### config.mk
export PLATFORM = sky130hd
export DESIGN_NAME = uart_echo_top
export DESIGN_NICKNAME = d
export VERILOG_FILES = /design/src/hw/uart_pkg.sv /design/src/hw/uart_echo_top.sv /design/src/hw/echo_ctrl.sv /design/src/hw/uart_regs.sv /design/src/hw/uart_rx.sv /design/src/hw/uart_tx.sv /design/src/hw/byte_fifo.sv
export SDC_FILE = /design/constraint.sdc
export NUM_CORES = 1
export LEC_CHECK = 0
export ABC_AREA = 1
export BUFFER_PORTS_ARGS = -buffer_cell sky130_fd_sc_hd__buf_2
export CAP_MARGIN = 30
export CORE_MARGIN = 4
export CORE_UTILIZATION = 34
export CTS_BUF_LIST = sky130_fd_sc_hd__clkbuf_16
export DETAILED_ROUTE_END_ITERATION = 6
export HOLD_SLACK_MARGIN = 0.06
export PLACE_DENSITY = 0.52
export SLEW_MARGIN = 20
export SYNTH_ARGS = -nofsm -noshare
export SYNTH_HDL_FRONTEND = slang
export SYNTH_HIERARCHICAL = 1
export SYNTH_SLANG_ARGS = --single-unit
### constraint.sdc
create_clock -name i_pll_clk -period 2.3 [get_ports i_pll_clk]
set_clock_uncertainty 0.1 [all_clocks]
set_input_delay 0.575 -clock i_pll_clk [delete_from_list [all_inputs] [get_ports i_pll_clk]]
set_output_delay 0.575 -clock i_pll_clk [all_outputs]
set_load 0.01 [all_outputs]
### src/hw/uart_pkg.sv
// shared uart types, register map, status and interrupt bits, echo controller states
`default_nettype none

package uart_pkg;

    typedef logic [7:0]  byte_t;        // data byte on bus and in fifos
    typedef logic [15:0] baud_div_t;    // bit period in clock cycles
    typedef logic [2:0]  reg_addr_t;    // register address
    typedef logic [1:0]  int_bits_t;    // one bit per interrupt source

    localparam reg_addr_t ADDR_BAUD_L   = 3'd0;
    localparam reg_addr_t ADDR_BAUD_H   = 3'd1;
    localparam reg_addr_t ADDR_STATUS   = 3'd2;
    localparam reg_addr_t ADDR_DATA     = 3'd3;   // read pops rx, write pushes tx
    localparam reg_addr_t ADDR_INT_EN   = 3'd4;
    localparam reg_addr_t ADDR_INT_PEND = 3'd5;   // write one to clear

    localparam int ST_RX_AVAIL = 0;   // rx fifo not empty
    localparam int ST_TX_FULL  = 1;   // tx fifo full

    localparam int INT_RX = 0;        // byte received
    localparam int INT_TX = 1;        // tx fifo drained

    typedef struct packed {
        logic      enable;    // held until ready
        logic      wr_en;
        reg_addr_t addr;
        byte_t     wdata;
    } bus_req_t;

    typedef struct packed {
        logic  ready;         // single cycle acknowledge
        byte_t rdata;
    } bus_rsp_t;

    typedef enum logic [3:0] {
        ST_INIT,
        ST_BAUD_H,
        ST_INT_EN,
        ST_READ_STATUS,
        ST_CHECK_STATUS,
        ST_READ_DATA,
        ST_PAUSE,
        ST_WRITE_ECHO,
        ST_CLEAR_INT,
        ST_BUS_WAIT,
        ST_DELAY
    } echo_state_e;

endpackage

`default_nettype wire
### src/hw/uart_echo_top.sv
// uart echo top level with controller, register block, fifos, transmitter and receiver
`timescale 1ns/1ps
`default_nettype none

module uart_echo_top #(
    parameter int BAUD_DIV     = 469,
    parameter int DELAY_CYCLES = 6_750_000,
    parameter int FIFO_DEPTH   = 4
) (
    input  logic i_pll_clk,
    input  logic i_rst,
    input  logic i_rx_pin,
    output logic o_tx_pin,
    output logic o_led
);
    import uart_pkg::*;

    bus_req_t  bus_req;
    bus_rsp_t  bus_rsp;
    baud_div_t baud_div;
    byte_t     rx_byte;
    byte_t     rx_head;
    byte_t     tx_byte;
    byte_t     tx_head;
    logic      rx_strobe;
    logic      rx_empty;
    logic      rx_pop;
    logic      tx_push;
    logic      tx_full;
    logic      tx_empty;
    logic      tx_pop;
    logic      tx_drained;
    logic      irq;

    assign o_led = ~irq;    // led lit while an interrupt is pending

    echo_ctrl #(.BAUD_DIV(BAUD_DIV), .DELAY_CYCLES(DELAY_CYCLES)) echo_ctrl_inst (
        .i_pll_clk(i_pll_clk), .i_rst(i_rst), .o_req(bus_req), .i_rsp(bus_rsp)
    );

    uart_regs uart_regs_inst (
        .i_pll_clk(i_pll_clk), .i_rst(i_rst),
        .i_req(bus_req), .o_rsp(bus_rsp), .o_baud_div(baud_div),
        .i_rx_empty(rx_empty), .i_rx_byte(rx_head), .o_rx_pop(rx_pop),
        .i_tx_full(tx_full), .o_tx_push(tx_push), .o_tx_byte(tx_byte),
        .i_rx_strobe(rx_strobe), .i_tx_drained(tx_drained), .o_irq(irq)
    );

    byte_fifo #(.FIFO_DEPTH(FIFO_DEPTH)) rx_fifo_inst (
        .i_pll_clk(i_pll_clk), .i_rst(i_rst),
        .i_push(rx_strobe), .i_wdata(rx_byte), .i_pop(rx_pop), .o_rdata(rx_head),
        .o_empty(rx_empty), .o_full()
    );

    byte_fifo #(.FIFO_DEPTH(FIFO_DEPTH)) tx_fifo_inst (
        .i_pll_clk(i_pll_clk), .i_rst(i_rst),
        .i_push(tx_push), .i_wdata(tx_byte), .i_pop(tx_pop), .o_rdata(tx_head),
        .o_empty(tx_empty), .o_full(tx_full)
    );

    uart_tx uart_tx_inst (
        .i_pll_clk(i_pll_clk), .i_rst(i_rst), .i_baud_div(baud_div),
        .i_empty(tx_empty), .i_byte(tx_head), .o_pop(tx_pop),
        .o_tx_pin(o_tx_pin), .o_drained(tx_drained)
    );

    uart_rx uart_rx_inst (
        .i_pll_clk(i_pll_clk), .i_rst(i_rst), .i_baud_div(baud_div),
        .i_rx_pin(i_rx_pin), .o_strobe(rx_strobe), .o_byte(rx_byte)
    );

endmodule

`default_nettype wire

### src/hw/echo_ctrl.sv
// bus master fsm that programs the uart and echoes received bytes after a delay
`timescale 1ns/1ps
`default_nettype none

module echo_ctrl #(
    parameter int BAUD_DIV     = 469,
    parameter int DELAY_CYCLES = 6_750_000
) (
    input  logic               i_pll_clk,
    input  logic               i_rst,
    output uart_pkg::bus_req_t o_req,
    input  uart_pkg::bus_rsp_t i_rsp
);
    import uart_pkg::*;

    localparam baud_div_t   BAUD_VAL  = baud_div_t'(BAUD_DIV);
    localparam logic [31:0] DELAY_VAL = 32'(DELAY_CYCLES);
    localparam byte_t       INT_ALL   = byte_t'((1 << INT_RX) | (1 << INT_TX));

    echo_state_e state_q;
    echo_state_e ret_q;       // where the bus wait or delay returns to
    bus_req_t    req_q;
    byte_t       rdata_q;
    logic [31:0] delay_q;

    assign o_req = req_q;

    task automatic start_access(input logic wr, input reg_addr_t addr,
                                input byte_t data, input echo_state_e ret);
        req_q.enable <= 1'b1;
        req_q.wr_en  <= wr;
        req_q.addr   <= addr;
        req_q.wdata  <= data;
        ret_q        <= ret;
        state_q      <= ST_BUS_WAIT;
    endtask

    always_ff @(posedge i_pll_clk) begin
        if (!i_rst) begin
            state_q <= ST_INIT;
            ret_q   <= ST_INIT;
            req_q   <= '0;
            delay_q <= '0;
        end else begin
            case (state_q)
                ST_INIT:     start_access(1'b1, ADDR_BAUD_L, BAUD_VAL[7:0], ST_BAUD_H);
                ST_BAUD_H:   start_access(1'b1, ADDR_BAUD_H, BAUD_VAL[15:8], ST_INT_EN);
                ST_INT_EN:   start_access(1'b1, ADDR_INT_EN, INT_ALL, ST_READ_STATUS);
                ST_READ_STATUS: begin
                    start_access(1'b0, ADDR_STATUS, '0, ST_CHECK_STATUS);
                end
                ST_CHECK_STATUS: begin
                    if (rdata_q[ST_RX_AVAIL] && !rdata_q[ST_TX_FULL]) begin
                        delay_q <= DELAY_VAL;
                        ret_q   <= ST_READ_DATA;
                        state_q <= ST_DELAY;
                    end else begin
                        state_q <= ST_READ_STATUS;    // poll again
                    end
                end
                ST_READ_DATA: start_access(1'b0, ADDR_DATA, '0, ST_PAUSE);
                ST_PAUSE: begin                       // keep the led on a while
                    delay_q <= DELAY_VAL;
                    ret_q   <= ST_WRITE_ECHO;
                    state_q <= ST_DELAY;
                end
                ST_WRITE_ECHO: start_access(1'b1, ADDR_DATA, rdata_q, ST_CLEAR_INT);
                ST_CLEAR_INT: begin
                    start_access(1'b1, ADDR_INT_PEND, INT_ALL, ST_READ_STATUS);
                end
                ST_BUS_WAIT: begin
                    if (i_rsp.ready) begin
                        req_q.enable <= 1'b0;
                        req_q.wr_en  <= 1'b0;
                        state_q      <= ret_q;
                    end
                end
                ST_DELAY: begin
                    if (delay_q == '0) begin
                        state_q <= ret_q;
                    end else begin
                        delay_q <= delay_q - 1'b1;
                    end
                end
                default: state_q <= ST_INIT;
            endcase
        end
    end

    always_ff @(posedge i_pll_clk) begin
        if ((state_q == ST_BUS_WAIT) && i_rsp.ready) begin
            rdata_q <= i_rsp.rdata;       // kept for status check and echo
        end
    end

endmodule

`default_nettype wire

### src/hw/uart_regs.sv
// uart register block with bus decode, divisor, interrupt enable and pending, irq
`timescale 1ns/1ps
`default_nettype none

module uart_regs (
    input  logic                i_pll_clk,
    input  logic                i_rst,
    input  uart_pkg::bus_req_t  i_req,
    output uart_pkg::bus_rsp_t  o_rsp,
    output uart_pkg::baud_div_t o_baud_div,
    input  logic                i_rx_empty,
    input  uart_pkg::byte_t     i_rx_byte,
    output logic                o_rx_pop,
    input  logic                i_tx_full,
    output logic                o_tx_push,
    output uart_pkg::byte_t     o_tx_byte,
    input  logic                i_rx_strobe,
    input  logic                i_tx_drained,
    output logic                o_irq
);
    import uart_pkg::*;

    logic      ready_q;
    baud_div_t baud_q;
    int_bits_t int_en_q;
    int_bits_t int_pend_q;
    int_bits_t set_bits;
    int_bits_t clr_bits;
    byte_t     rdata;
    logic      wr_acc;
    logic      rd_acc;

    assign wr_acc = ready_q && i_req.wr_en;     // one effect per access
    assign rd_acc = ready_q && !i_req.wr_en;

    assign o_rx_pop   = rd_acc && (i_req.addr == ADDR_DATA);
    assign o_tx_push  = wr_acc && (i_req.addr == ADDR_DATA);
    assign o_tx_byte  = i_req.wdata;
    assign o_baud_div = baud_q;
    assign o_irq      = |(int_pend_q & int_en_q);
    assign o_rsp      = '{ready: ready_q, rdata: rdata};

    always_comb begin
        set_bits         = '0;
        set_bits[INT_RX] = i_rx_strobe;
        set_bits[INT_TX] = i_tx_drained;
        clr_bits         = '0;
        if (wr_acc && (i_req.addr == ADDR_INT_PEND)) begin
            clr_bits = int_bits_t'(i_req.wdata);
        end
    end

    always_comb begin
        rdata = '0;
        case (i_req.addr)
            ADDR_BAUD_L:   rdata = baud_q[7:0];
            ADDR_BAUD_H:   rdata = baud_q[15:8];
            ADDR_STATUS: begin
                rdata[ST_RX_AVAIL] = !i_rx_empty;
                rdata[ST_TX_FULL]  = i_tx_full;
            end
            ADDR_DATA:     rdata = i_rx_byte;    // fifo head, popped in this cycle
            ADDR_INT_EN:   rdata = byte_t'(int_en_q);
            ADDR_INT_PEND: rdata = byte_t'(int_pend_q);
            default:       rdata = '0;
        endcase
    end

    always_ff @(posedge i_pll_clk) begin
        if (!i_rst) begin
            ready_q    <= 1'b0;
            baud_q     <= '0;      // lines stay quiet until programmed
            int_en_q   <= '0;
            int_pend_q <= '0;
        end else begin
            ready_q    <= i_req.enable && !ready_q;   // enable ignored in ready cycle
            int_pend_q <= (int_pend_q & ~clr_bits) | set_bits;   // set wins
            if (wr_acc) begin
                case (i_req.addr)
                    ADDR_BAUD_L: baud_q[7:0]  <= i_req.wdata;
                    ADDR_BAUD_H: baud_q[15:8] <= i_req.wdata;
                    ADDR_INT_EN: int_en_q     <= int_bits_t'(i_req.wdata);
                    default:     ;
                endcase
            end
        end
    end

endmodule

`default_nettype wire

### src/hw/uart_rx.sv
// uart deserializer with input synchronizer, mid-bit sampling and stop bit check
`timescale 1ns/1ps
`default_nettype none

module uart_rx (
    input  logic                i_pll_clk,
    input  logic                i_rst,
    input  uart_pkg::baud_div_t i_baud_div,
    input  logic                i_rx_pin,
    output logic                o_strobe,
    output uart_pkg::byte_t     o_byte
);
    import uart_pkg::*;

    typedef enum logic [1:0] {
        RX_IDLE,
        RX_START,
        RX_DATA,
        RX_STOP
    } rx_state_e;

    logic [1:0] sync_q;
    logic       rx_prev_q;
    logic       rx_s;
    logic       fall;
    rx_state_e  state_q;
    baud_div_t  baud_cnt_q;
    baud_div_t  bit_last;
    baud_div_t  half_last;
    logic       half_hit;
    logic       bit_hit;
    logic [2:0] bit_idx_q;
    byte_t      shift_q;
    logic       strobe_q;

    assign rx_s      = sync_q[1];
    assign fall      = rx_prev_q && !rx_s;
    assign bit_last  = i_baud_div - baud_div_t'(1);
    assign half_last = (i_baud_div >> 1) - baud_div_t'(1);
    assign half_hit  = (baud_cnt_q == half_last);
    assign bit_hit   = (baud_cnt_q == bit_last);
    assign o_strobe  = strobe_q;
    assign o_byte    = shift_q;

    always_ff @(posedge i_pll_clk) begin
        if (!i_rst) begin
            sync_q     <= 2'b11;      // line idles high
            rx_prev_q  <= 1'b1;
            state_q    <= RX_IDLE;
            baud_cnt_q <= '0;
            bit_idx_q  <= '0;
            strobe_q   <= 1'b0;
        end else begin
            sync_q    <= {sync_q[0], i_rx_pin};
            rx_prev_q <= rx_s;
            strobe_q  <= 1'b0;
            case (state_q)
                RX_IDLE: begin
                    baud_cnt_q <= '0;
                    if (fall && (i_baud_div != '0)) begin
                        state_q <= RX_START;
                    end
                end
                RX_START: begin
                    if (half_hit) begin
                        baud_cnt_q <= '0;
                        bit_idx_q  <= '0;
                        state_q    <= rx_s ? RX_IDLE : RX_DATA;   // glitch, not a start bit
                    end else begin
                        baud_cnt_q <= baud_cnt_q + 1'b1;
                    end
                end
                RX_DATA: begin
                    if (bit_hit) begin
                        baud_cnt_q <= '0;
                        bit_idx_q  <= bit_idx_q + 1'b1;
                        if (bit_idx_q == 3'd7) begin
                            state_q <= RX_STOP;
                        end
                    end else begin
                        baud_cnt_q <= baud_cnt_q + 1'b1;
                    end
                end
                RX_STOP: begin
                    if (bit_hit) begin
                        strobe_q <= rx_s;     // low stop bit drops the frame
                        state_q  <= RX_IDLE;
                    end else begin
                        baud_cnt_q <= baud_cnt_q + 1'b1;
                    end
                end
                default: state_q <= RX_IDLE;
            endcase
        end
    end

    always_ff @(posedge i_pll_clk) begin
        if ((state_q == RX_DATA) && bit_hit) begin
            shift_q <= {rx_s, shift_q[7:1]};    // lsb arrives first
        end
    end

endmodule

`default_nettype wire

### src/hw/uart_tx.sv
// uart serializer, start bit, eight data bits lsb first, one stop bit
`timescale 1ns/1ps
`default_nettype none

module uart_tx (
    input  logic                i_pll_clk,
    input  logic                i_rst,
    input  uart_pkg::baud_div_t i_baud_div,
    input  logic                i_empty,
    input  uart_pkg::byte_t     i_byte,
    output logic                o_pop,
    output logic                o_tx_pin,
    output logic                o_drained
);
    import uart_pkg::*;

    localparam int FRAME_BITS = 10;

    logic                  busy_q;
    logic [3:0]            bit_cnt_q;
    logic [FRAME_BITS-1:0] shift_q;     // stop, data, start
    baud_div_t             baud_cnt_q;
    baud_div_t             bit_last;
    logic                  bit_end;
    logic                  frame_end;

    assign bit_last  = i_baud_div - baud_div_t'(1);
    assign bit_end   = busy_q && (baud_cnt_q == bit_last);
    assign frame_end = bit_end && (bit_cnt_q == 4'(FRAME_BITS - 1));

    assign o_pop     = !busy_q && !i_empty && (i_baud_div != '0);
    assign o_tx_pin  = !busy_q || shift_q[0];     // idle high
    assign o_drained = frame_end && i_empty;

    always_ff @(posedge i_pll_clk) begin
        if (!i_rst) begin
            busy_q     <= 1'b0;
            bit_cnt_q  <= '0;
            baud_cnt_q <= '0;
        end else if (o_pop) begin
            busy_q     <= 1'b1;
            bit_cnt_q  <= '0;
            baud_cnt_q <= '0;
        end else if (bit_end) begin
            baud_cnt_q <= '0;
            bit_cnt_q  <= bit_cnt_q + 1'b1;
            if (frame_end) begin
                busy_q <= 1'b0;     // stop bit done
            end
        end else if (busy_q) begin
            baud_cnt_q <= baud_cnt_q + 1'b1;
        end
    end

    always_ff @(posedge i_pll_clk) begin
        if (o_pop) begin
            shift_q <= {1'b1, i_byte, 1'b0};
        end else if (bit_end) begin
            shift_q <= {1'b1, shift_q[FRAME_BITS-1:1]};
        end
    end

endmodule

`default_nettype wire

### src/hw/byte_fifo.sv
// synchronous byte fifo with wrap-bit pointers
`timescale 1ns/1ps
`default_nettype none

module byte_fifo #(
    parameter int FIFO_DEPTH = 4
) (
    input  logic            i_pll_clk,
    input  logic            i_rst,
    input  logic            i_push,
    input  uart_pkg::byte_t i_wdata,
    input  logic            i_pop,
    output uart_pkg::byte_t o_rdata,
    output logic            o_empty,
    output logic            o_full
);
    import uart_pkg::*;

    localparam int AW = $clog2(FIFO_DEPTH);

    byte_t       mem [FIFO_DEPTH];
    logic [AW:0] wr_ptr_q;      // extra msb marks the wrap
    logic [AW:0] rd_ptr_q;
    logic        do_push;
    logic        do_pop;

    assign o_empty = (wr_ptr_q == rd_ptr_q);
    assign o_full  = (wr_ptr_q[AW] != rd_ptr_q[AW]) &&
                     (wr_ptr_q[AW-1:0] == rd_ptr_q[AW-1:0]);
    assign do_push = i_push && !o_full;     // push on full is dropped
    assign do_pop  = i_pop && !o_empty;
    assign o_rdata = mem[rd_ptr_q[AW-1:0]];   // head shown ahead of the pop

    always_ff @(posedge i_pll_clk) begin
        if (!i_rst) begin
            wr_ptr_q <= '0;
            rd_ptr_q <= '0;
        end else begin
            if (do_push) begin
                wr_ptr_q <= wr_ptr_q + 1'b1;
            end
            if (do_pop) begin
                rd_ptr_q <= rd_ptr_q + 1'b1;
            end
        end
    end

    always_ff @(posedge i_pll_clk) begin
        if (do_push) begin
            mem[wr_ptr_q[AW-1:0]] <= i_wdata;
        end
    end

endmodule

`default_nettype wire

==> metrics.cfg <==
[yosys]
netlist_instances=1866
yosysWarnings=6
syn_area_per_cell_um2=7.06
synth_nets=1889
synth_area_mm2=0.0132

[global_routing]
grt_pass1_vias=11200
grt_max_degree=43
grt_usage_pct=16.8
antenna_found_initial=0
grt_pass1_wl_um=57900
grt_overflow=0

[cts]
cts_buffer_depth=3
cts-root-buf=clkbuf_16
cts_tree=built
clk_pin_slew_ns=0.06
htree_num_levels=1
numCtsBuffers=27
clock_latency_ns=0.55
holdBufCountCts=0
clkSinkCount=225

[timing]
timing.setup.tns_ns=0
rsz0062_at_grt=yes
slew_violations=0
setup_violations=0
period_needed_ns=2.27
fin_crit_sh_pct=98.8
relSlewSlack_pct=63.5
hold_viol=0
tightest_slew_ns=0.546
fmax_mhz=440

[finish]
syn_to_final_growth_pct=20.1
antennaDiodeCount=0
nets=1999
stdcell_area_mm2=0.0158
drive_above_1_share_pct=18.4

[worst_setup_path]
start_kind=register
cp_max_fo=6
path_class=reg -> reg
worstPathRequired_ns=2.65
end_kind=register
cp.arrival_ns=2.62

[placed_design]
io_buffers=4
post_dp_cell_area_mm2=0.0144
gp_congestion=0.895
dpl.hpwl_um=26100

[power_and_ir_drop]
peakVddDrop_v=0.000455
power.density_mw_per_mm2=742
leakage_nw=7.17

[die]
die_area_mm2=0.0420
rows=71
io_pins=5
dieWidth_um=205
die_h_um=205
start_util_pct=34.7
core_mm2=0.0379

[route]
drtAntennaViolNets=0
dr.pass1.iters=7
wl_per_cell_um=14.2
vias=12000
first_iter_violations=769
avgViaCountPerCell=4.78
drc_errors=0
wirelength_um=35600

[worst_hold_path]
min_path_type=in -> reg

[run]
drv_cap=0

[run_status]
status=completed

layer usage:
metal / global-route usage, % / routed length, um
met5: 0 / 0
met2: 26.7 / 15900
met1: 24.1 / 17200
met4: 4.50 / 985
met3: 2.15 / 1550
placed cells by master, fill, tap and decap left out, types with 9 or more instances in the layout:
cell	instances
nor2_2	36
inv_2	23
o21ai_0	80
or2_2	13
edfxtp_1	88
nor2_4	28
clkbuf_16	28
dfxtp_2	10
o22ai_1	17
nand3b_1	13
xnor2_1	21
nand2_1	514
nand3_1	124
nand3_2	10
nand4_1	21
o21ai_1	9
nand2_4	14
inv_1	199
ha_1	17
dfxtp_1	122
buf_4	108
nand2_2	26
a21oi_1	83
xor2_1	31
nor3_1	14
nor2_1	248
report_power, final:
part | total (mW) | switching, mW | internal, mW
clock network | 4.11 | 1.74 | 2.37
registers | 4.60 | 0.251 | 4.35
logic | 3.04 | 1.97 | 1.08
total | 11.7 | 3.95 | 7.79
stage by stage:
| step | total power, mW | utilization, % | worst slack, ns | hold WS, ns | cells |
|---|---|---|---|---|---|
| 2_1_floorplan | 6.81 | - | 0.0226 | 0.293 | 1866 |
| 3_3_place_gp | 7.51 | 38.0 | -0.186 | 0.306 | 2445 |
| 3_5_place_dp | 7.55 | 38.0 | -0.202 | 0.305 | 2445 |
| 4_1_cts | 11.8 | 40.6 | -0.00887 | 0.0724 | 2497 |
| 5_1_grt | 12.5 | 41.7 | -0.105 | 0.0931 | 2508 |
| 6_report | 11.7 | 41.7 | 0.0283 | 0.102 | 2508 |
flip-flops by register name, summed over array words and instances (netlist names), 4 cells and up, named ones only:
name / count
echo_ctrl_inst/delay_q: 32
rx_fifo_inst/mem: 32
tx_fifo_inst/mem: 32
uart_regs_inst/o_baud_div: 16
uart_rx_inst/baud_cnt_q: 16
uart_tx_inst/baud_cnt_q: 16
echo_ctrl_inst/o_req: 13
uart_tx_inst/shift_q: 9
echo_ctrl_inst/rdata_q: 8
uart_rx_inst/o_byte: 8
echo_ctrl_inst/ret_q: 4
echo_ctrl_inst/state_q: 4
uart_tx_inst/bit_cnt_q: 4
timing repair:
action | in CTS | in global routing
cloned | 0 | 2
resized for setup | 34 | 92
setup buffers | 2 | 9
setup endpoints to repair | 68 | 69
pin swaps | 8 | 30
cell type report:
cell class | instances | area (um2)
sequential | 225 | 5420
multi-input combinational | 1369 | 6980
timing repair buffer | 126 | 1060
clock buffer | 27 | 676
inverter | 227 | 867
clock inverter | 23 | 180
fill | 3906 | 22100
tap | 511 | 639
worst max-delay path: stages (launching register included):
cell and delay (ns):
dfxtp_4 0.39, buf_12 0.15, nor2_4 0.18, nand2_4 0.10, nor2_4 0.17, nand3_1 0.13, nand3_1 0.12, nand2_1 0.06
nor2_2 0.13, nand4_4 0.14, inv_4 0.12, nand2_4 0.07, buf_6 0.14, a21oi_2 0.12, nor2_1 0.05
final timing paths:
kind / start / to / slack (ns) / cells after the start
worst max-delay path: uart_regs_inst/o_baud_div[6] / uart_rx_inst/bit_idx_q[1] / 0.03 / 14
worst min-delay path: i_rx_pin / uart_rx_inst/sync_q[0] / 0.10 / 2
worst max register to register: uart_regs_inst/o_baud_div[6] / uart_rx_inst/bit_idx_q[1] / 0.03 / 14
worst min register to register: uart_rx_inst/sync_q[0] / uart_rx_inst/sync_q[1] / 0.31 / 1
(Power assumes the default switching activity.)
